<file path="config.mk">
export PLATFORM = sky130hd
export DESIGN_NAME = cmd_to_axi
export DESIGN_NICKNAME = d
export VERILOG_FILES = /design/src/common/bridge_pkg.sv /design/src/common/cmd_if.sv /design/src/axi_engine/axi_read_engine.sv /design/src/axi_engine/axi_write_engine.sv /design/src/hdl/byte_packer.sv /design/src/hdl/byte_unpacker.sv /design/src/hdl/cmd_framer.sv /design/src/hdl/cmd_to_axi.sv /design/src/hdl/stream_fifo.sv
export SDC_FILE = /design/constraint.sdc
export NUM_CORES = 1
export LEC_CHECK = 0
export BUFFER_PORTS_ARGS = -buffer_cell sky130_fd_sc_hd__buf_2
export CAP_MARGIN = 40
export CORE_UTILIZATION = 48
export CTS_BUF_LIST = sky130_fd_sc_hd__clkbuf_2 sky130_fd_sc_hd__clkbuf_4 sky130_fd_sc_hd__clkbuf_8
export CTS_CLUSTER_DIAMETER = 100
export DETAILED_ROUTE_END_ITERATION = 10
export PLACE_DENSITY = 0.65
export SLEW_MARGIN = 5
export SYNTH_ARGS = -nofsm -noshare
export SYNTH_HDL_FRONTEND = slang
export SYNTH_SLANG_ARGS = --single-unit
</file>
<file path="constraint.sdc">
create_clock -name aclk -period 9.4 [get_ports aclk]
set_clock_uncertainty 0.05 [all_clocks]
set_input_delay 1.88 -clock aclk [delete_from_list [all_inputs] [get_ports aclk]]
set_output_delay 1.88 -clock aclk [all_outputs]
set_load 0.05 [all_outputs]
</file>
<file path="src/common/bridge_pkg.sv">
package bridge_pkg;

  // Memory bus geometry
  localparam int DATA_WIDTH = 32;
  localparam int STROBES    = DATA_WIDTH / 8;  // Bytes per beat
  localparam int ADDR_WIDTH = 32;
  localparam int ID_WIDTH   = 4;  // Also the command tag width

  // AXI4 encodings
  localparam logic [1:0] BURST_INCR = 2'b01;
  localparam logic [1:0] RESP_OKAY  = 2'b00;

  // One decoded command, as handed to the engines
  typedef struct packed {
    logic                  dir;  // 1 = read, 0 = write
    logic [ID_WIDTH-1:0]   tag;
    logic [7:0]            beats_m1;  // AXI burst length minus one
    logic [ADDR_WIDTH-1:0] addr;  // LUN in the top nibble
  } cmd_t;

  typedef struct packed {
    logic [DATA_WIDTH-1:0] data;
    logic                  last;
  } wbeat_t;

  typedef struct packed {
    logic [DATA_WIDTH-1:0] data;
    logic                  last;
  } rbeat_t;

endpackage

</file>
<file path="src/common/cmd_if.sv">
`timescale 1ns/1ps

interface cmd_if
  import bridge_pkg::*;
();

  logic valid;  // Held until accepted
  logic ready;
  cmd_t cmd;
  logic done;  // One cycle at the end of a burst
  logic resp_err;  // Qualified by done

  // Framer side
  modport source (
    output valid,
    output cmd,
    input  ready,
    input  done,
    input  resp_err
  );

  // Engine side
  modport sink (
    input  valid,
    input  cmd,
    output ready,
    output done,
    output resp_err
  );

  // Observation only
  modport monitor (
    input valid,
    input ready,
    input cmd,
    input done,
    input resp_err
  );

endinterface

</file>
<file path="src/axi_engine/axi_read_engine.sv">
`timescale 1ns/1ps

module axi_read_engine
  import bridge_pkg::*;
(
  input  logic                  aclk,
  input  logic                  aresetn,
  cmd_if.sink                   cmd_i,
  output logic                  arvalid_o,
  input  logic                  arready_i,
  output logic [ADDR_WIDTH-1:0] araddr_o,
  output logic [ID_WIDTH-1:0]   arid_o,
  output logic [7:0]            arlen_o,
  output logic [1:0]            arburst_o,
  input  logic                  rvalid_i,
  output logic                  rready_o,
  input  logic                  rlast_i,
  input  logic [1:0]            rresp_i,
  input  logic [DATA_WIDTH-1:0] rdata_i,
  output logic                  beat_valid_o,
  input  logic                  beat_ready_i,
  output rbeat_t                beat_o
);

  typedef enum logic [1:0] {RD_IDLE, RD_ADDR, RD_DATA} rd_state_e;

  rd_state_e state_q;
  logic      done_q;
  logic      err_q;
  logic      r_hs;
  cmd_t      cmd_q;

  assign cmd_i.ready    = state_q == RD_IDLE && cmd_i.cmd.dir;
  assign cmd_i.done     = done_q;
  assign cmd_i.resp_err = err_q;

  assign arvalid_o = state_q == RD_ADDR;
  assign araddr_o  = cmd_q.addr;
  assign arid_o    = cmd_q.tag;
  assign arlen_o   = cmd_q.beats_m1;
  assign arburst_o = BURST_INCR;

  // R beats go straight into the read FIFO
  assign rready_o     = state_q == RD_DATA && beat_ready_i;
  assign beat_valid_o = state_q == RD_DATA && rvalid_i;
  assign beat_o.data  = rdata_i;
  assign beat_o.last  = rlast_i;
  assign r_hs         = rvalid_i && rready_o;

  always_ff @(posedge aclk or negedge aresetn) begin
    if (!aresetn) begin
      state_q <= RD_IDLE;
      done_q  <= 1'b0;
      err_q   <= 1'b0;
    end else begin
      done_q <= 1'b0;
      case (state_q)
        RD_IDLE: if (cmd_i.valid && cmd_i.ready) begin
          state_q <= RD_ADDR;
          err_q   <= 1'b0;
        end
        RD_ADDR: if (arready_i) state_q <= RD_DATA;
        default: if (r_hs) begin
          if (rresp_i != RESP_OKAY) err_q <= 1'b1;  // Sticky over the burst
          if (rlast_i) begin
            state_q <= RD_IDLE;
            done_q  <= 1'b1;
          end
        end
      endcase
    end
  end

  always_ff @(posedge aclk) begin
    if (cmd_i.valid && cmd_i.ready) cmd_q <= cmd_i.cmd;
  end

endmodule

</file>
<file path="src/axi_engine/axi_write_engine.sv">
`timescale 1ns/1ps

module axi_write_engine
  import bridge_pkg::*;
(
  input  logic                  aclk,
  input  logic                  aresetn,
  cmd_if.sink                   cmd_i,
  input  logic                  beat_valid_i,
  output logic                  beat_ready_o,
  input  wbeat_t                beat_i,
  output logic                  awvalid_o,
  input  logic                  awready_i,
  output logic [ADDR_WIDTH-1:0] awaddr_o,
  output logic [ID_WIDTH-1:0]   awid_o,
  output logic [7:0]            awlen_o,
  output logic [1:0]            awburst_o,
  output logic                  wvalid_o,
  input  logic                  wready_i,
  output logic                  wlast_o,
  output logic [STROBES-1:0]    wstrb_o,
  output logic [DATA_WIDTH-1:0] wdata_o,
  input  logic                  bvalid_i,
  output logic                  bready_o,
  input  logic [1:0]            bresp_i
);

  typedef enum logic [1:0] {WR_IDLE, WR_ADDR, WR_DATA, WR_RESP} wr_state_e;

  wr_state_e state_q;
  logic [7:0] cnt_q;  // Beats sent so far
  logic       done_q;
  logic       err_q;
  cmd_t       cmd_q;

  assign cmd_i.ready    = state_q == WR_IDLE && !cmd_i.cmd.dir;
  assign cmd_i.done     = done_q;
  assign cmd_i.resp_err = err_q;

  assign awvalid_o = state_q == WR_ADDR;
  assign awaddr_o  = cmd_q.addr;
  assign awid_o    = cmd_q.tag;
  assign awlen_o   = cmd_q.beats_m1;
  assign awburst_o = BURST_INCR;

  assign wvalid_o     = state_q == WR_DATA && beat_valid_i;
  assign beat_ready_o = state_q == WR_DATA && wready_i;
  assign wlast_o      = cnt_q == cmd_q.beats_m1;
  assign wstrb_o      = '1;
  assign wdata_o      = beat_i.data;
  assign bready_o     = state_q == WR_RESP;

  always_ff @(posedge aclk or negedge aresetn) begin
    if (!aresetn) begin
      state_q <= WR_IDLE;
      cnt_q   <= '0;
      done_q  <= 1'b0;
      err_q   <= 1'b0;
    end else begin
      done_q <= 1'b0;
      case (state_q)
        WR_IDLE: if (cmd_i.valid && cmd_i.ready) state_q <= WR_ADDR;
        WR_ADDR: begin
          cnt_q <= '0;
          if (awready_i) state_q <= WR_DATA;
        end
        WR_DATA: if (wvalid_o && wready_i) begin
          cnt_q <= cnt_q + 8'd1;
          if (wlast_o) state_q <= WR_RESP;
        end
        default: if (bvalid_i) begin
          state_q <= WR_IDLE;
          done_q  <= 1'b1;
          err_q   <= bresp_i != RESP_OKAY;
        end
      endcase
    end
  end

  always_ff @(posedge aclk) begin
    if (cmd_i.valid && cmd_i.ready) cmd_q <= cmd_i.cmd;
  end

endmodule

</file>
<file path="src/hdl/byte_packer.sv">
`timescale 1ns/1ps

module byte_packer
  import bridge_pkg::*;
(
  input  logic       aclk,
  input  logic       aresetn,
  input  logic       enable_i,
  input  logic       in_valid_i,
  output logic       in_ready_o,
  input  logic [7:0] in_data_i,
  input  logic       in_last_i,
  output logic       out_valid_o,
  input  logic       out_ready_i,
  output wbeat_t     out_beat_o
);

  localparam int CW = $clog2(STROBES);

  logic [DATA_WIDTH-1:0] data_q;
  logic                  last_q;
  logic                  full_q;
  logic [CW-1:0]         cnt_q;
  logic                  accept;

  assign in_ready_o  = enable_i && !full_q;  // Stall while a beat waits
  assign accept      = in_valid_i && in_ready_o;
  assign out_valid_o = full_q;

  assign out_beat_o.data = data_q;
  assign out_beat_o.last = last_q;

  always_ff @(posedge aclk or negedge aresetn) begin
    if (!aresetn) begin
      cnt_q  <= '0;
      full_q <= 1'b0;
    end else if (accept) begin
      cnt_q <= cnt_q + 1'b1;
      if (cnt_q == CW'(STROBES - 1)) full_q <= 1'b1;
    end else if (out_valid_o && out_ready_i) begin
      full_q <= 1'b0;
    end
  end

  // Shift in from the top, so the first byte ends up in bits 7:0
  always_ff @(posedge aclk) begin
    if (accept) begin
      data_q <= {in_data_i, data_q[DATA_WIDTH-1:8]};
      if (cnt_q == CW'(STROBES - 1)) last_q <= in_last_i;
    end
  end

endmodule

</file>
<file path="src/hdl/byte_unpacker.sv">
`timescale 1ns/1ps

module byte_unpacker
  import bridge_pkg::*;
(
  input  logic       aclk,
  input  logic       aresetn,
  input  logic       in_valid_i,
  output logic       in_ready_o,
  input  rbeat_t     in_beat_i,
  output logic       out_valid_o,
  input  logic       out_ready_i,
  output logic [7:0] out_data_o,
  output logic       out_keep_o,
  output logic       out_last_o
);

  localparam int CW = $clog2(STROBES);

  logic [DATA_WIDTH-1:0] data_q;
  logic                  last_q;
  logic                  full_q;
  logic [CW-1:0]         cnt_q;
  logic                  accept;
  logic                  emit;

  assign in_ready_o  = !full_q;
  assign accept      = in_valid_i && in_ready_o;
  assign emit        = out_valid_o && out_ready_i;
  assign out_valid_o = full_q;
  assign out_data_o  = data_q[7:0];
  assign out_keep_o  = 1'b1;  // Whole beats only
  assign out_last_o  = full_q && last_q && cnt_q == CW'(STROBES - 1);

  always_ff @(posedge aclk or negedge aresetn) begin
    if (!aresetn) begin
      full_q <= 1'b0;
      cnt_q  <= '0;
    end else if (accept) begin
      full_q <= 1'b1;
      cnt_q  <= '0;
    end else if (emit) begin
      cnt_q <= cnt_q + 1'b1;
      if (cnt_q == CW'(STROBES - 1)) full_q <= 1'b0;  // Beat used up
    end
  end

  always_ff @(posedge aclk) begin
    if (accept) begin
      data_q <= in_beat_i.data;
      last_q <= in_beat_i.last;
    end else if (emit) begin
      data_q <= data_q >> 8;  // Next byte into the low lane
    end
  end

endmodule

</file>
<file path="src/hdl/cmd_framer.sv">
`timescale 1ns/1ps

module cmd_framer
  import bridge_pkg::*;
(
  input  logic                aclk,
  input  logic                aresetn,
  input  logic                cmd_vld_i,
  input  logic                cmd_ack_i,
  input  logic                cmd_dir_i,
  input  logic [ID_WIDTH-1:0] cmd_tag_i,
  input  logic [15:0]         cmd_len_i,
  input  logic [3:0]          cmd_lun_i,
  input  logic [27:0]         cmd_adr_i,
  input  logic                byte_in_i,
  input  logic                byte_out_i,
  cmd_if.source               cmd_o,
  output logic                busy_o,
  output logic                cmd_err_o,
  output logic [15:0]         cmd_res_o
);

  logic        vld_q;
  logic        valid_q;
  logic        cyc_q;
  logic        err_q;
  logic [15:0] res_q;
  logic [13:0] beats_w;
  logic        stb_w;
  cmd_t        cmd_q;

  assign stb_w   = cmd_vld_i && !vld_q;  // Rising edge of the command valid
  assign beats_w = cmd_len_i[15:2] - 14'd1;

  assign cmd_o.valid = valid_q;
  assign cmd_o.cmd   = cmd_q;
  assign busy_o      = cyc_q;
  assign cmd_err_o   = err_q;
  assign cmd_res_o   = res_q;

  always_ff @(posedge aclk or negedge aresetn) begin
    if (!aresetn) begin
      vld_q   <= 1'b0;
      valid_q <= 1'b0;
      cyc_q   <= 1'b0;
      err_q   <= 1'b0;
      res_q   <= '0;
    end else begin
      vld_q <= cmd_vld_i;
      if (stb_w) begin
        valid_q <= 1'b1;
        cyc_q   <= 1'b1;
        err_q   <= 1'b0;  // Each command starts clean
        res_q   <= cmd_len_i;
      end else begin
        if (valid_q && cmd_o.ready) valid_q <= 1'b0;
        if (cmd_ack_i) cyc_q <= 1'b0;
        if (cmd_o.done && cmd_o.resp_err) err_q <= 1'b1;
        if (byte_in_i || byte_out_i) res_q <= res_q - 16'd1;
      end
    end
  end

  always_ff @(posedge aclk) begin
    if (stb_w) begin
      cmd_q.dir      <= cmd_dir_i;
      cmd_q.tag      <= cmd_tag_i;
      cmd_q.beats_m1 <= beats_w[7:0];
      cmd_q.addr     <= {cmd_lun_i, cmd_adr_i};
    end
  end

endmodule

</file>
<file path="src/hdl/cmd_to_axi.sv">
`timescale 1ns/1ps

module cmd_to_axi
  import bridge_pkg::*;
#(
  parameter int FIFO_DEPTH = 16
) (
  input  logic                  aclk,
  input  logic                  aresetn,
  // Decoded command
  input  logic                  cmd_vld_i,
  input  logic                  cmd_ack_i,
  input  logic                  cmd_dir_i,
  input  logic [ID_WIDTH-1:0]   cmd_tag_i,
  input  logic [15:0]           cmd_len_i,
  input  logic [3:0]            cmd_lun_i,
  input  logic [27:0]           cmd_adr_i,
  output logic                  cmd_err_o,
  output logic [15:0]           cmd_res_o,
  // Inbound byte stream, host to memory
  input  logic                  dat_tvalid_i,
  output logic                  dat_tready_o,
  input  logic                  dat_tlast_i,
  input  logic [7:0]            dat_tdata_i,
  // Outbound byte stream, memory to host
  output logic                  dat_tvalid_o,
  input  logic                  dat_tready_i,
  output logic                  dat_tkeep_o,
  output logic                  dat_tlast_o,
  output logic [7:0]            dat_tdata_o,
  // AXI4 master
  output logic                  awvalid_o,
  input  logic                  awready_i,
  output logic [ADDR_WIDTH-1:0] awaddr_o,
  output logic [ID_WIDTH-1:0]   awid_o,
  output logic [7:0]            awlen_o,
  output logic [1:0]            awburst_o,
  output logic                  wvalid_o,
  input  logic                  wready_i,
  output logic                  wlast_o,
  output logic [STROBES-1:0]    wstrb_o,
  output logic [DATA_WIDTH-1:0] wdata_o,
  input  logic                  bvalid_i,
  output logic                  bready_o,
  input  logic [1:0]            bresp_i,
  output logic                  arvalid_o,
  input  logic                  arready_i,
  output logic [ADDR_WIDTH-1:0] araddr_o,
  output logic [ID_WIDTH-1:0]   arid_o,
  output logic [7:0]            arlen_o,
  output logic [1:0]            arburst_o,
  input  logic                  rvalid_i,
  output logic                  rready_o,
  input  logic                  rlast_i,
  input  logic [1:0]            rresp_i,
  input  logic [DATA_WIDTH-1:0] rdata_i
);

  logic   busy;
  logic   pk_valid, pk_ready, wf_valid, wf_ready;
  logic   re_valid, re_ready, rf_valid, rf_ready;
  wbeat_t pk_beat, wf_beat;
  rbeat_t re_beat, rf_beat;

  cmd_if cmd_fr ();
  cmd_if cmd_wr ();
  cmd_if cmd_rd ();

  // Fan the command out to both engines and merge what comes back
  assign cmd_wr.valid     = cmd_fr.valid;
  assign cmd_wr.cmd       = cmd_fr.cmd;
  assign cmd_rd.valid     = cmd_fr.valid;
  assign cmd_rd.cmd       = cmd_fr.cmd;
  assign cmd_fr.ready     = cmd_wr.ready || cmd_rd.ready;
  assign cmd_fr.done      = cmd_wr.done || cmd_rd.done;
  assign cmd_fr.resp_err  = (cmd_wr.done && cmd_wr.resp_err) ||
                            (cmd_rd.done && cmd_rd.resp_err);

  cmd_framer u_framer (
    .aclk, .aresetn,
    .cmd_vld_i, .cmd_ack_i, .cmd_dir_i, .cmd_tag_i, .cmd_len_i, .cmd_lun_i, .cmd_adr_i,
    .byte_in_i (dat_tvalid_i && dat_tready_o),
    .byte_out_i(dat_tvalid_o && dat_tready_i),
    .cmd_o     (cmd_fr.source),
    .busy_o    (busy),
    .cmd_err_o, .cmd_res_o
  );

  // Inbound bytes only flow during an open write command
  byte_packer u_packer (
    .aclk, .aresetn,
    .enable_i   (busy && !cmd_fr.cmd.dir),
    .in_valid_i (dat_tvalid_i),
    .in_ready_o (dat_tready_o),
    .in_data_i  (dat_tdata_i),
    .in_last_i  (dat_tlast_i),
    .out_valid_o(pk_valid),
    .out_ready_i(pk_ready),
    .out_beat_o (pk_beat)
  );

  stream_fifo #(.DEPTH(FIFO_DEPTH), .payload_t(wbeat_t)) u_wr_fifo (
    .aclk, .aresetn,
    .s_valid_i(pk_valid), .s_ready_o(pk_ready), .s_data_i(pk_beat),
    .m_valid_o(wf_valid), .m_ready_i(wf_ready), .m_data_o(wf_beat)
  );

  axi_write_engine u_wr_engine (
    .aclk, .aresetn,
    .cmd_i       (cmd_wr.sink),
    .beat_valid_i(wf_valid),
    .beat_ready_o(wf_ready),
    .beat_i      (wf_beat),
    .awvalid_o, .awready_i, .awaddr_o, .awid_o, .awlen_o, .awburst_o,
    .wvalid_o, .wready_i, .wlast_o, .wstrb_o, .wdata_o,
    .bvalid_i, .bready_o, .bresp_i
  );

  axi_read_engine u_rd_engine (
    .aclk, .aresetn,
    .cmd_i       (cmd_rd.sink),
    .arvalid_o, .arready_i, .araddr_o, .arid_o, .arlen_o, .arburst_o,
    .rvalid_i, .rready_o, .rlast_i, .rresp_i, .rdata_i,
    .beat_valid_o(re_valid),
    .beat_ready_i(re_ready),
    .beat_o      (re_beat)
  );

  stream_fifo #(.DEPTH(FIFO_DEPTH), .payload_t(rbeat_t)) u_rd_fifo (
    .aclk, .aresetn,
    .s_valid_i(re_valid), .s_ready_o(re_ready), .s_data_i(re_beat),
    .m_valid_o(rf_valid), .m_ready_i(rf_ready), .m_data_o(rf_beat)
  );

  byte_unpacker u_unpacker (
    .aclk, .aresetn,
    .in_valid_i (rf_valid),
    .in_ready_o (rf_ready),
    .in_beat_i  (rf_beat),
    .out_valid_o(dat_tvalid_o),
    .out_ready_i(dat_tready_i),
    .out_data_o (dat_tdata_o),
    .out_keep_o (dat_tkeep_o),
    .out_last_o (dat_tlast_o)
  );

endmodule

</file>
<file path="src/hdl/stream_fifo.sv">
`timescale 1ns/1ps

module stream_fifo #(
  parameter int  DEPTH     = 16,
  parameter type payload_t = logic [7:0]
) (
  input  logic     aclk,
  input  logic     aresetn,
  input  logic     s_valid_i,
  output logic     s_ready_o,
  input  payload_t s_data_i,
  output logic     m_valid_o,
  input  logic     m_ready_i,
  output payload_t m_data_o
);

  localparam int AW = (DEPTH > 1) ? $clog2(DEPTH) : 1;

  payload_t      mem [DEPTH];
  logic [AW-1:0] wr_ptr_q;
  logic [AW-1:0] rd_ptr_q;
  logic [AW:0]   count_q;
  logic          push;
  logic          pop;

  assign s_ready_o = count_q != (AW + 1)'(DEPTH);
  assign m_valid_o = count_q != '0;
  assign m_data_o  = mem[rd_ptr_q];

  assign push = s_valid_i && s_ready_o;
  assign pop  = m_valid_o && m_ready_i;

  always_ff @(posedge aclk or negedge aresetn) begin
    if (!aresetn) begin
      wr_ptr_q <= '0;
      rd_ptr_q <= '0;
      count_q  <= '0;
    end else begin
      if (push) begin
        // Wrap explicitly, DEPTH need not be a power of two
        wr_ptr_q <= (wr_ptr_q == AW'(DEPTH - 1)) ? '0 : wr_ptr_q + 1'b1;
      end
      if (pop) begin
        rd_ptr_q <= (rd_ptr_q == AW'(DEPTH - 1)) ? '0 : rd_ptr_q + 1'b1;
      end
      if (push && !pop) count_q <= count_q + 1'b1;
      else if (pop && !push) count_q <= count_q - 1'b1;
    end
  end

  always_ff @(posedge aclk) begin
    if (push) mem[wr_ptr_q] <= s_data_i;
  end

endmodule

</file>
# Word-level counts from Yosys, hierarchy flattened
# Memory sizes are Yosys's and may differ from the RTL's.
# Index checks and enable logic that the tools add are counted.
totals:
  word_cells: 198
  input_bits: 110
  reg_bits: 267
  latchBits: 0
  n_memories: 2
  out_inout_bits: 163
  mem_bits_ro: 0
  ramBits: 1056
classes:
  shifts: 0
  n_mul: 0
  n_reduce_logical: 72
  order_cmp: 0
  bitwise: 2
  eq_ne: 21
  muxes: 52
  addsub: 13
  div_mod_pow: 0
mem_list:
  columns: ["memory", "words", "width", "rd", "rd_ports_with_merged_regs", "write_ports", "line_no", "text"]
  rows:
  - ["u_rd_fifo.mem", 16, 33, 1, 0, 1, "stream_fifo.sv:19", "payload_t mem [DEPTH];"]
  - ["u_wr_fifo.mem", 16, 33, 1, 0, 1, "stream_fifo.sv:19", null]
op_table:
  columns: ["cell", "count"]
  rows:
  - ["$mux 32", 2]
  - ["$mux 16", 2]
  - ["$logic_and 1x1->1", 29]
  - ["$reduce_bool 2->1", 14]
  - ["$mux 1", 24]
  - ["$mux 2", 11]
  - ["$mux 5", 4]
  - ["$add 4x1->4 const B", 4]
  - ["$eq 4x4->1 const B", 4]
  - ["$mux 4", 4]
  - ["$pmux 8 s2", 1]
  - ["$sub 16x1->16 const B", 1]
  - ["$add 5x1->5 const B", 2]
  - ["$eq 2x2->1 const B", 5]
  - ["$ne 5x5->1 const B", 2]
  - ["$reduce_and 2->1", 5]
  - ["$reduce_bool 5->1", 2]
  - ["$sub 5x1->5 const B", 2]
  - ["$add 8x1->8 const B", 1]
  - ["$eq 8x8->1", 1]
  - ["$logic_not 1->1", 8]
  - ["$mux 8", 1]
  - ["$ne 2x2->1 const B", 4]
  - ["$reduce_and 4->1", 2]
  - ["15 further kinds", 25]

# Logic depth before layout (Yosys ltp)
# Gate-level depths: netlist of the first run.
logic_depth:
  word_depth: 7
  ltp_mapped: 13
  ltp_nobuf: 12

# Hierarchy
# From an unflattened synthesis of the first run, not the netlist that was laid out.
unflattened:
  cells_unflattened: 2399
  hier_area_um2: 50786.2
by_module_without_submodules:
  columns: ["module", "seq_area_each_um2", "area_per_inst_um2", "instances", "cells_per_inst"]
  rows:
  - ["stream_fifo at u_rd_fifo", 16180.5, 20609.8, 1, 903]
  - ["stream_fifo at u_wr_fifo", 16180.5, 20601.0, 1, 910]
  - ["cmd_framer", 1851.8, 2468.6, 1, 169]
  - ["axi_write_engine", 1621.6, 2421.1, 1, 172]
  - ["axi_read_engine", 1421.4, 1816.7, 1, 100]
  - ["byte_unpacker", 1066.0, 1667.8, 1, 93]
  - ["byte_packer", 1066.0, 1161.1, 1, 46]
  - ["cmd_to_axi", 0.0, 40.0, 1, 6]

# Worst setup path before layout of the first run
# Ideal clock, no wire load.
synth_timing:
  kind: "register -> register"
  startpoint: "register u_wr_engine.state_q[0]"
  endpoint: "register u_wr_engine.cmd_q, in the netlist u_wr_engine.awaddr_o[0] (enable)"
  path_buffers: 0
  arrival_time_ps: 3977
  setup_time_ps: 509
  path_stages_with_launch: 5
  setup_slack_ps: 4864
  required_time_ps: 8841
  period_less_slack_ps: 4536
  path_cell_list: "dfrtp_1 inv_1 ha_1 inv_1 nor3b_1"
synth_via:
  elab_chain_len: 3
synth_lines:
  columns: ["element", "line_no", "text"]
  rows:
  - ["start, declared", "axi_write_engine.sv:30", "wr_state_e state_q;"]
  - ["start signal, assigned", "axi_write_engine.sv:55", "state_q <= WR_IDLE;"]
  - ["start signal, assigned", "axi_write_engine.sv:62", "WR_IDLE: if (cmd_i.valid && cmd_i.ready) state_q <= WR_ADDR;"]
  - ["start signal, assigned", "axi_write_engine.sv:65", "if (awready_i) state_q <= WR_DATA;"]
  - ["$logic_not 2->1", "axi_write_engine.sv:36", "assign cmd_i.ready = state_q == WR_IDLE && !cmd_i.cmd.dir;"]
  - ["$logic_and 1x1->1", "axi_write_engine.sv:36", null]
  - ["$logic_and 1x1->1", "axi_write_engine.sv:81", "if (cmd_i.valid && cmd_i.ready) cmd_q <= cmd_i.cmd;"]
  - ["end signal, assigned", "axi_write_engine.sv:81", null]
  - ["end, declared", "axi_write_engine.sv:34", "cmd_t cmd_q;"]
# No other way between the ends.
# A chain may end at the register's enable or synchronous reset.

# Final worst setup path of the first run
layout_timing:
  startpoint: "register u_wr_fifo.rd_ptr_q[2]"
  endpoint: "output port wdata_o[13]"
layout_via:
  elab_chain_len: 1
layout_lines:
  columns: ["element", "line_no", "text"]
  rows:
  - ["start, declared", "stream_fifo.sv:21", "logic [AW-1:0] rd_ptr_q;"]
  - ["start signal, assigned", "stream_fifo.sv:44", "rd_ptr_q <= (rd_ptr_q == AW'(DEPTH - 1)) ? '0 : rd_ptr_q + 1'b1;"]
  - ["$mem_v2 16x33", null, null]
  - ["end, declared", "cmd_to_axi.sv:42", "output logic [DATA_WIDTH-1:0] wdata_o,"]
# No other way between the ends.

==> impl_metrics.csv, run 1 <==
group,metric,value,unit
floorplanning,die_h,323,µm
yosys,avgSynthCellArea,20.8,µm²
floorplanning,floorplan.die_area,105000,µm²
floorplanning,ios,273,
setup_path,r2r_cells,12,
place,placedInstanceArea,52700,µm²
setup_path,worst-path-buf-inv,3,
power,peakVddDrop,0.376,mV
routing,vias_per_cell,5.58,
grt,grt-ovfl-total,0,
routing,wl,107,mm
clock_network,path_clk_slew,60,ps
hold_path,hold_path_startpoint,"u_framer.cmd_o.cmd[5]",
routing,ant_nets,0,
clock_network,cts_tree,"yes",
clock_network,ctsHtreeMaxLevel,4,
place,io_buffers,262,
yosys,synth_cell_types,56,
setup_path,worstPathArrival,3710,ps
finish,final_area,56700,µm²
setup_path,worstPathCellList,"buf_4, buf_16, mux4_2, nor2b_1, a211oi_1, a21oi_1, buf_2",
routing,drtIter0Drc,1874,
grt,grt_start_max_net_pins,135,
sta,setup_viol,0,
setup_path,cpPeakStageDelay,880,ps
yosys,ys_warn_count,0,
job,max-cap-violations,0,
hold_path,min_path_type,"register to register",
floorplanning,core,102000,µm²
sta,slew_headroom,26.2,%
routing,first_pass_iters,5,
sta,fin_crit_sh,60.0,%
power,power.total,0.0159,W
sta,slew_viol_final,0,
grt,grt_pass1_vias,25200,
sta,tightestPinTransition,1110,ps
setup_path,ff2ff_setup_slack,5640,ps
setup_path,worstSetupPathType,"register to output port",
sta,hold_violations,0,
grt,grt_usage,20.5,%
clock_network,cts_buffers,201,
finish,drive_gt1_share,31.3,%
place,pre_cts_slack,4560,ps
yosys,ys.flop_type,"edfxtp_1",
finish,final_util,55.5,%
sta,layout_min_cycle_time,5640,ps
floorplanning,core.rowCount,117,
clock_network,cts_hold_buf,0,
finish,syn_to_final_growth,14.3,%
floorplanning,die_x,323,µm
sta,fmax,177,MHz
routing,vias,24000,
hold_path,whs_endpoint,"u_rd_engine.araddr_o[5]",
place,hpwl,56.2,mm
clock_network,clk-insertion-delay-late,860,ps
hold_path,whs_path_depth,0,
grt,antenna_found_initial,14,
clock_network,clock_tree.buffer_depth,3,
setup_path,r2r-end,"u_rd_fifo.count_q[4]",
setup_path,crit_path_top_delay_cell,"dfrtp_4",
power,p_leak,18.7,nW
yosys,syn_inst,2378,
grt,grt_pass1_wl,157,mm
setup_path,start_kind,"register",
power,p_per_area,281,nW/µm²
routing,drc,0,
setup_path,path_delay_family,"buffers and inverters",
yosys,ys_seq_elements,1306,
routing,routedWlPerCell,24.9,µm
finish,final.fill_count,7733,
finish,final_nets,2914,
clock_network,root_buffer,"clkbuf_8",
yosys,syn_area,49600,µm²
clock_network,cts-resized-gates,0,
place,place_congestion,0.808,
yosys,synth_edf_count,1238,
outcome,status,"finished, final reports clean",
clock_network,numClockSinks,1306,
sta,tns,0,ps
sta,setup_slack,3760,ps
setup_path,worstSetupEndpointType,"output port",
finish,seq_area,38900,µm²
setup_path,r2r-start,"u_rd_fifo.count_q[0]",
clock_network,post_cts_buffers,0,
setup_path,path_max_fanout,40,
finish,multi_input_area,10100,µm²
setup_path,required,7470,ps
floorplanning,start_util,48.6,%
yosys,postSynth.asyncResetShare,5.21,%
sta,rsz0062_at_grt,"false",
yosys,yosysSeqAreaShare,78.4,%
sequential cells by signal, indices dropped and copies added, names as in the netlist, 5 cells and up:
name,count
u_unpacker.data_q,32
u_packer.data_q,32
u_wr_fifo.mem,512
u_wr_engine.cnt_q,8
u_rd_engine.araddr_o,32
u_rd_fifo.mem,528
u_wr_engine.awlen_o,8
u_rd_fifo.count_q,5
u_rd_engine.arlen_o,8
u_framer.cmd_o.cmd,45
u_wr_fifo.count_q,5
u_framer.cmd_res_o,16
u_wr_engine.awaddr_o,32
per-stage QoR:
stage,instances,hold WS (ps)
floorplan,2385,371
global placement,3932,372
detailed placement,3939,381
CTS,4298,394
global route,4301,403
finish,4301,390
logic make-up (layout without fill, tap and decap cells):
kind of cell    after synthesis  count (layout)  synth area share [%]
flops                      1306            1306                  78.4
mux                         321             321                  12.4
compound gates              257             257                  3.29
simple gates                256             256                  2.56
buf+inv                     158             703                  1.60
xor+xnor                     48              48                 0.848
fa+ha+maj                    30              30                 0.788
other cells                   2              12                0.0152
worst max path at each step:
stage / start / endpoint / slack [ps] / cells after the start
5_1_grt: u_wr_fifo.rd_ptr_q[2] / wdata_o[14] / 3560 / 7
4_1_cts: u_wr_fifo.rd_ptr_q[2] / wdata_o[13] / 3620 / 7
6_report: u_wr_fifo.rd_ptr_q[2] / wdata_o[13] / 3760 / 7
2_1_floorplan: u_wr_engine.state_q[0] / u_wr_engine.awaddr_o[0] / 4860 / 4
3_3_place_gp: u_wr_fifo.rd_ptr_q[0] / wdata_o[27] / 4160 / 6
3_5_place_dp: u_wr_fifo.rd_ptr_q[2] / wdata_o[13] / 4560 / 7
layer usage:
metal	vias up	part of all wire (%)	wire length (µm)	global-route usage [%]
met4	14	2.1	2250	6.67
met5	-	0.084	90	0
met2	649	53	57100	36.0
li1	10500	-	-	-
met3	195	5.0	5360	4.11
met1	12600	40	42400	25.6
where the power goes:
group	leakage, nW	switching (W)	total (W)	internal [W]
clock	2.08	0.00220	0.00464	0.00245
sequential	12.0	0.000376	0.00713	0.00675
combinational	4.61	0.00253	0.00417	0.00164
Yosys cell counts (4+ instances only):
| library cell | n | area, µm² |
|---|---|---|
| inv_1 | 24 | 90.1 |
| a22oi_1 | 24 | 180 |
| nor2_1 | 67 | 251 |
| buf_2 | 35 | 175 |
| o21ai_0 | 38 | 190 |
| mux2i_1 | 82 | 821 |
| buf_6 | 4 | 45.0 |
| a21oi_1 | 48 | 240 |
| nand4_1 | 6 | 37.5 |
| ha_1 | 28 | 350 |
| and2_1 | 12 | 75.1 |
| nand3_1 | 13 | 65.1 |
| nor4_1 | 8 | 50.1 |
| a211oi_1 | 35 | 263 |
| xor2_1 | 15 | 131 |
| nand2_1 | 62 | 233 |
| buf_1 | 9 | 33.8 |
| a21o_1 | 7 | 52.6 |
| o22ai_1 | 39 | 244 |
| nor2b_1 | 38 | 238 |
| edfxtp_1 | 1238 | 37200 |
| a31oi_1 | 50 | 313 |
| nor3_1 | 19 | 95.1 |
| dfrtp_1 | 68 | 1700 |
| clkbuf_1 | 50 | 188 |
| xnor2_1 | 33 | 289 |
| and3_1 | 14 | 87.6 |
| mux4_2 | 236 | 5320 |
| nand2b_1 | 7 | 43.8 |
| buf_4 | 33 | 248 |
layout make-up:
class	count	area share, %
flip-flops and latches	1306	68.7
multi-input cells	921	17.8
clock buffers	255	5.65
repair buffers	318	3.33
well taps	1368	3.02
clock inverters	104	1.34
inverters	26	0.172
diodes	3	0.0133
cell usage in the layout (no fill, tap or decap), types with 6 or more instances in the layout:
cell / count
a211oi_1: 35
a21o_1: 7
a21oi_1: 46
a22oi_1: 24
a31oi_1: 50
and2_2: 8
and3_1: 6
and3_2: 8
buf_2: 261
buf_4: 48
bufinv_16: 7
clkbuf_4: 49
clkbuf_8: 206
clkinv_1: 52
clkinv_2: 27
conb_1: 9
dfrtp_1: 61
edfxtp_1: 1238
ha_1: 28
inv_1: 24
mux2i_1: 82
mux4_2: 236
nand2_1: 62
nand2b_1: 7
nand3_1: 13
nand4_1: 6
nor2_1: 54
nor2_4: 13
nor2b_1: 37
nor3_1: 15
nor4_1: 8
o21ai_0: 38
o22ai_1: 39
xnor2_1: 33
xor2_1: 15
Power figures use the tool's default switching activity.
==> run 2, diff against run 1 <==
- ABC_AREA: not set -> 1
- clock period: 9.4 -> 5.3 ns (I/O delays scaled with it)
==> run 2 against run 1 <==
  * The flow now finishes with violations (DRC)
  * Count of clock-buffer cells in the layout is 13 higher
  * Cell count is 33% higher
  * Hold slack worse by 130 ps
  * Combinational power is 120% higher
  * Design area is 2.7% higher
  * Sequential share of layout area is 1.8 points lower
  * Flip-flop and latch count stayed put
  * Critical path type unchanged
  * Critical endpoint is now wdata_o[18]
==> impl_metrics.csv, run 2 <==
group,metric,value,unit
finish,top_register,"u_rd_fifo.mem",
yosys,synthTopCellsByArea,"edfxtp_1 73%, nor2_1 5.7%, o21ai_0 4.4%, dfrtp_1 3.3%, nand2_1 2.6%",
clock_network,clk-insertion-delay-late,890,ps
sta,layout_min_cycle_time,4580,ps
outcome,status,"finished, violations left",
grt,grt_pass1_wl,184,mm
routing,ant_nets,0,
floorplanning,core,105000,µm²
yosys,avgSynthCellArea,13.3,µm²
setup_path,required,4190,ps
yosys,postSynth.asyncResetShare,5.21,%
floorplanning,die_h,328,µm
grt,grt_pass1_vias,30000,
place,hpwl,67.1,mm
routing,first_pass_iters,9,
sta,fin_crit_sh,86.4,%
clock_network,clock_tree.buffer_depth,3,
place,place_congestion,0.818,
setup_path,ff2ff_setup_slack,2260,ps
setup_path,worstPathArrival,3470,ps
floorplanning,die_x,328,µm
finish,seq_area,38900,µm²
sta,rsz0062_at_grt,"false",
floorplanning,core.rowCount,119,
routing,routedWlPerCell,21.6,µm
sta,tightestPinTransition,1320,ps
sta,setup_viol,0,
clock_network,numClockSinks,1306,
finish,largest_reg_flops,528,
finish,final_nets,4296,
clock_network,post_cts_buffers,0,
grt,grt-ovfl-total,0,
setup_path,worstSetupEndpointType,"output port",
yosys,ys_warn_count,0,
floorplanning,floorplan.die_area,108000,µm²
finish,multi_input_area,10900,µm²
power,peakVddDrop,0.568,mV
setup_path,r2r_cells,12,
sta,whs,263,ps
floorplanning,ios,273,
finish,final.fill_count,8566,
setup_path,start_kind,"register",
finish,drive_gt1_share,16.3,%
clock_network,ctsHtreeMaxLevel,4,
grt,grt_start_max_net_pins,259,
yosys,synth.most_common_cell,"edfxtp_1",
place,io_buffers,262,
yosys,synth_cell_types,39,
routing,drtIter0Drc,2993,
clock_network,root_buffer,"clkbuf_8",
yosys,syn_area,51000,µm²
grt,antenna_found_initial,23,
setup_path,r2r-start,"u_rd_fifo.count_q[1]",
yosys,syn_inst,3833,
yosys,ys.flop_type,"edfxtp_1",
sta,hold_violations,0,
finish,mostFrequentLayoutCell,"edfxtp_1",
finish,final_cell_mix,"1238 x edfxtp_1, 738 x nor2_1, 452 x o21ai_0",
sta,fmax,218,MHz
yosys,yosysSeqAreaShare,76.2,%
routing,vias_per_cell,5.51,
hold_path,min_path_type,"primary input to register",
yosys,synth.largest_area_cell,"edfxtp_1",
routing,drc,40,
setup_path,worstSetupPathType,"register to output port",
grt,grt_usage,22.9,%
clock_network,cts_tree,"yes",
setup_path,path_max_fanout,102,
power,p_leak,20.0,nW
setup_path,r2r-end,"u_rd_fifo.count_q[4]",
floorplanning,start_util,48.4,%
clock_network,path_clk_slew,60,ps
setup_path,crit_end,"wdata_o[18]",
sta,tns,0,ps
power,p_per_area,522,nW/µm²
yosys,netlist.area_leader.share,72.8,%
sta,slew_headroom,11.9,%
yosys,synth.top_cells.by_count,"1238 x edfxtp_1, 773 x nor2_1, 452 x o21ai_0",
yosys,ys_seq_elements,1306,
job,max-cap-violations,0,
sta,slew_viol_final,0,
yosys,synth_edf_count,1238,
finish,syn_to_final_growth,14.0,%
clock_network,cts_buffers,203,
setup_path,crit_start,"u_wr_fifo.rd_ptr_q[0]",
routing,wl,123,mm
routing,vias,31500,
outcome,violations,"DRC",
## run 2: kinds of logic (layout without fill, tap and decap cells)
group / after synthesis / after routing / synth area share (%)
and+or+nand+nor: 1333 / 1333 / 10.4
DFF: 1306 / 1306 / 76.2
AOI/OAI and AO/OA: 801 / 801 / 9.15
buffers and inverters: 337 / 813 / 3.12
adders and majority gates: 30 / 30 / 0.765
xor gates and xnor gates: 24 / 24 / 0.412
other: 2 / 15 / 0.0147
## run 2: per-stage QoR
step / instances / total power [W] / util, % / instance area [µm²] / worst slack, ps
3_5_place_dp: 5341 / 0.0221 / 51.3 / 54100 / 1620
6_report: 5713 / 0.0303 / 55.2 / 58200 / 722
3_3_place_gp: 5330 / 0.0219 / 51.1 / 53800 / 1620
2_1_floorplan: 3840 / 0.0195 / - / 51100 / 819
5_1_grt: 5712 / 0.0318 / 55.2 / 58200 / 537
4_1_cts: 5707 / 0.0305 / 55.2 / 58200 / 659
## run 2: what timing repair did
| action | CTS | global route |
|---|---|---|
| hold buffers | 1 | 0 |
| hold endpoints to repair | 12 | 0 |
| resized for setup | 0 | 0 |
## run 2: critical path, cell delays in order, from the launching register on
cell,delay (ps)
dfrtp_4,510
inv_6,560
buf_4,470
nor2_1,80
o32ai_1,250
nand2_1,90
nand3_1,240
buf_2,320
## run 2: power by group
part,switching [W],internal (W),total (W)
logic,0.00685,0.00243,0.00928
registers,0.000501,0.0121,0.0126
clock network,0.00392,0.00451,0.00844
total,0.0113,0.0191,0.0303
## run 2: worst min path at each step
stage / start / end / slack, ps / cells after the start
floorplan: u_framer.cmd_o.cmd[0] / u_rd_engine.araddr_o[0] / 370 / 0
detailed placement: u_framer.cmd_o.cmd[3] / u_rd_engine.araddr_o[3] / 380 / 0
CTS: cmd_vld_i / u_framer.vld_q / 180 / 1
global route: cmd_vld_i / u_framer.vld_q / 210 / 1
finish: cmd_vld_i / u_framer.vld_q / 260 / 1
global placement: u_framer.cmd_o.cmd[41] / u_rd_engine.arid_o[1] / 370 / 0
## run 2: area by class of cell
type / instances / area share [%]
inverter: 103 / 0.682
tap: 1391 / 2.99
timing repair buffer: 345 / 3.82
sequential: 1306 / 66.9
clock inverter: 97 / 1.21
clock buffer: 268 / 5.75
multi-input combinational: 2197 / 18.7
antenna: 6 / 0.0258
## run 2: routing by layer
layer | global-route usage [%] | vias to the layer above | routed length, µm
li1 | - | 14600 | -
met1 | 30.0 | 15500 | 50600
met2 | 38.1 | 1121 | 60700
met3 | 4.61 | 241 | 8680
met4 | 7.70 | 16 | 3050
met5 | 0 | - | 87
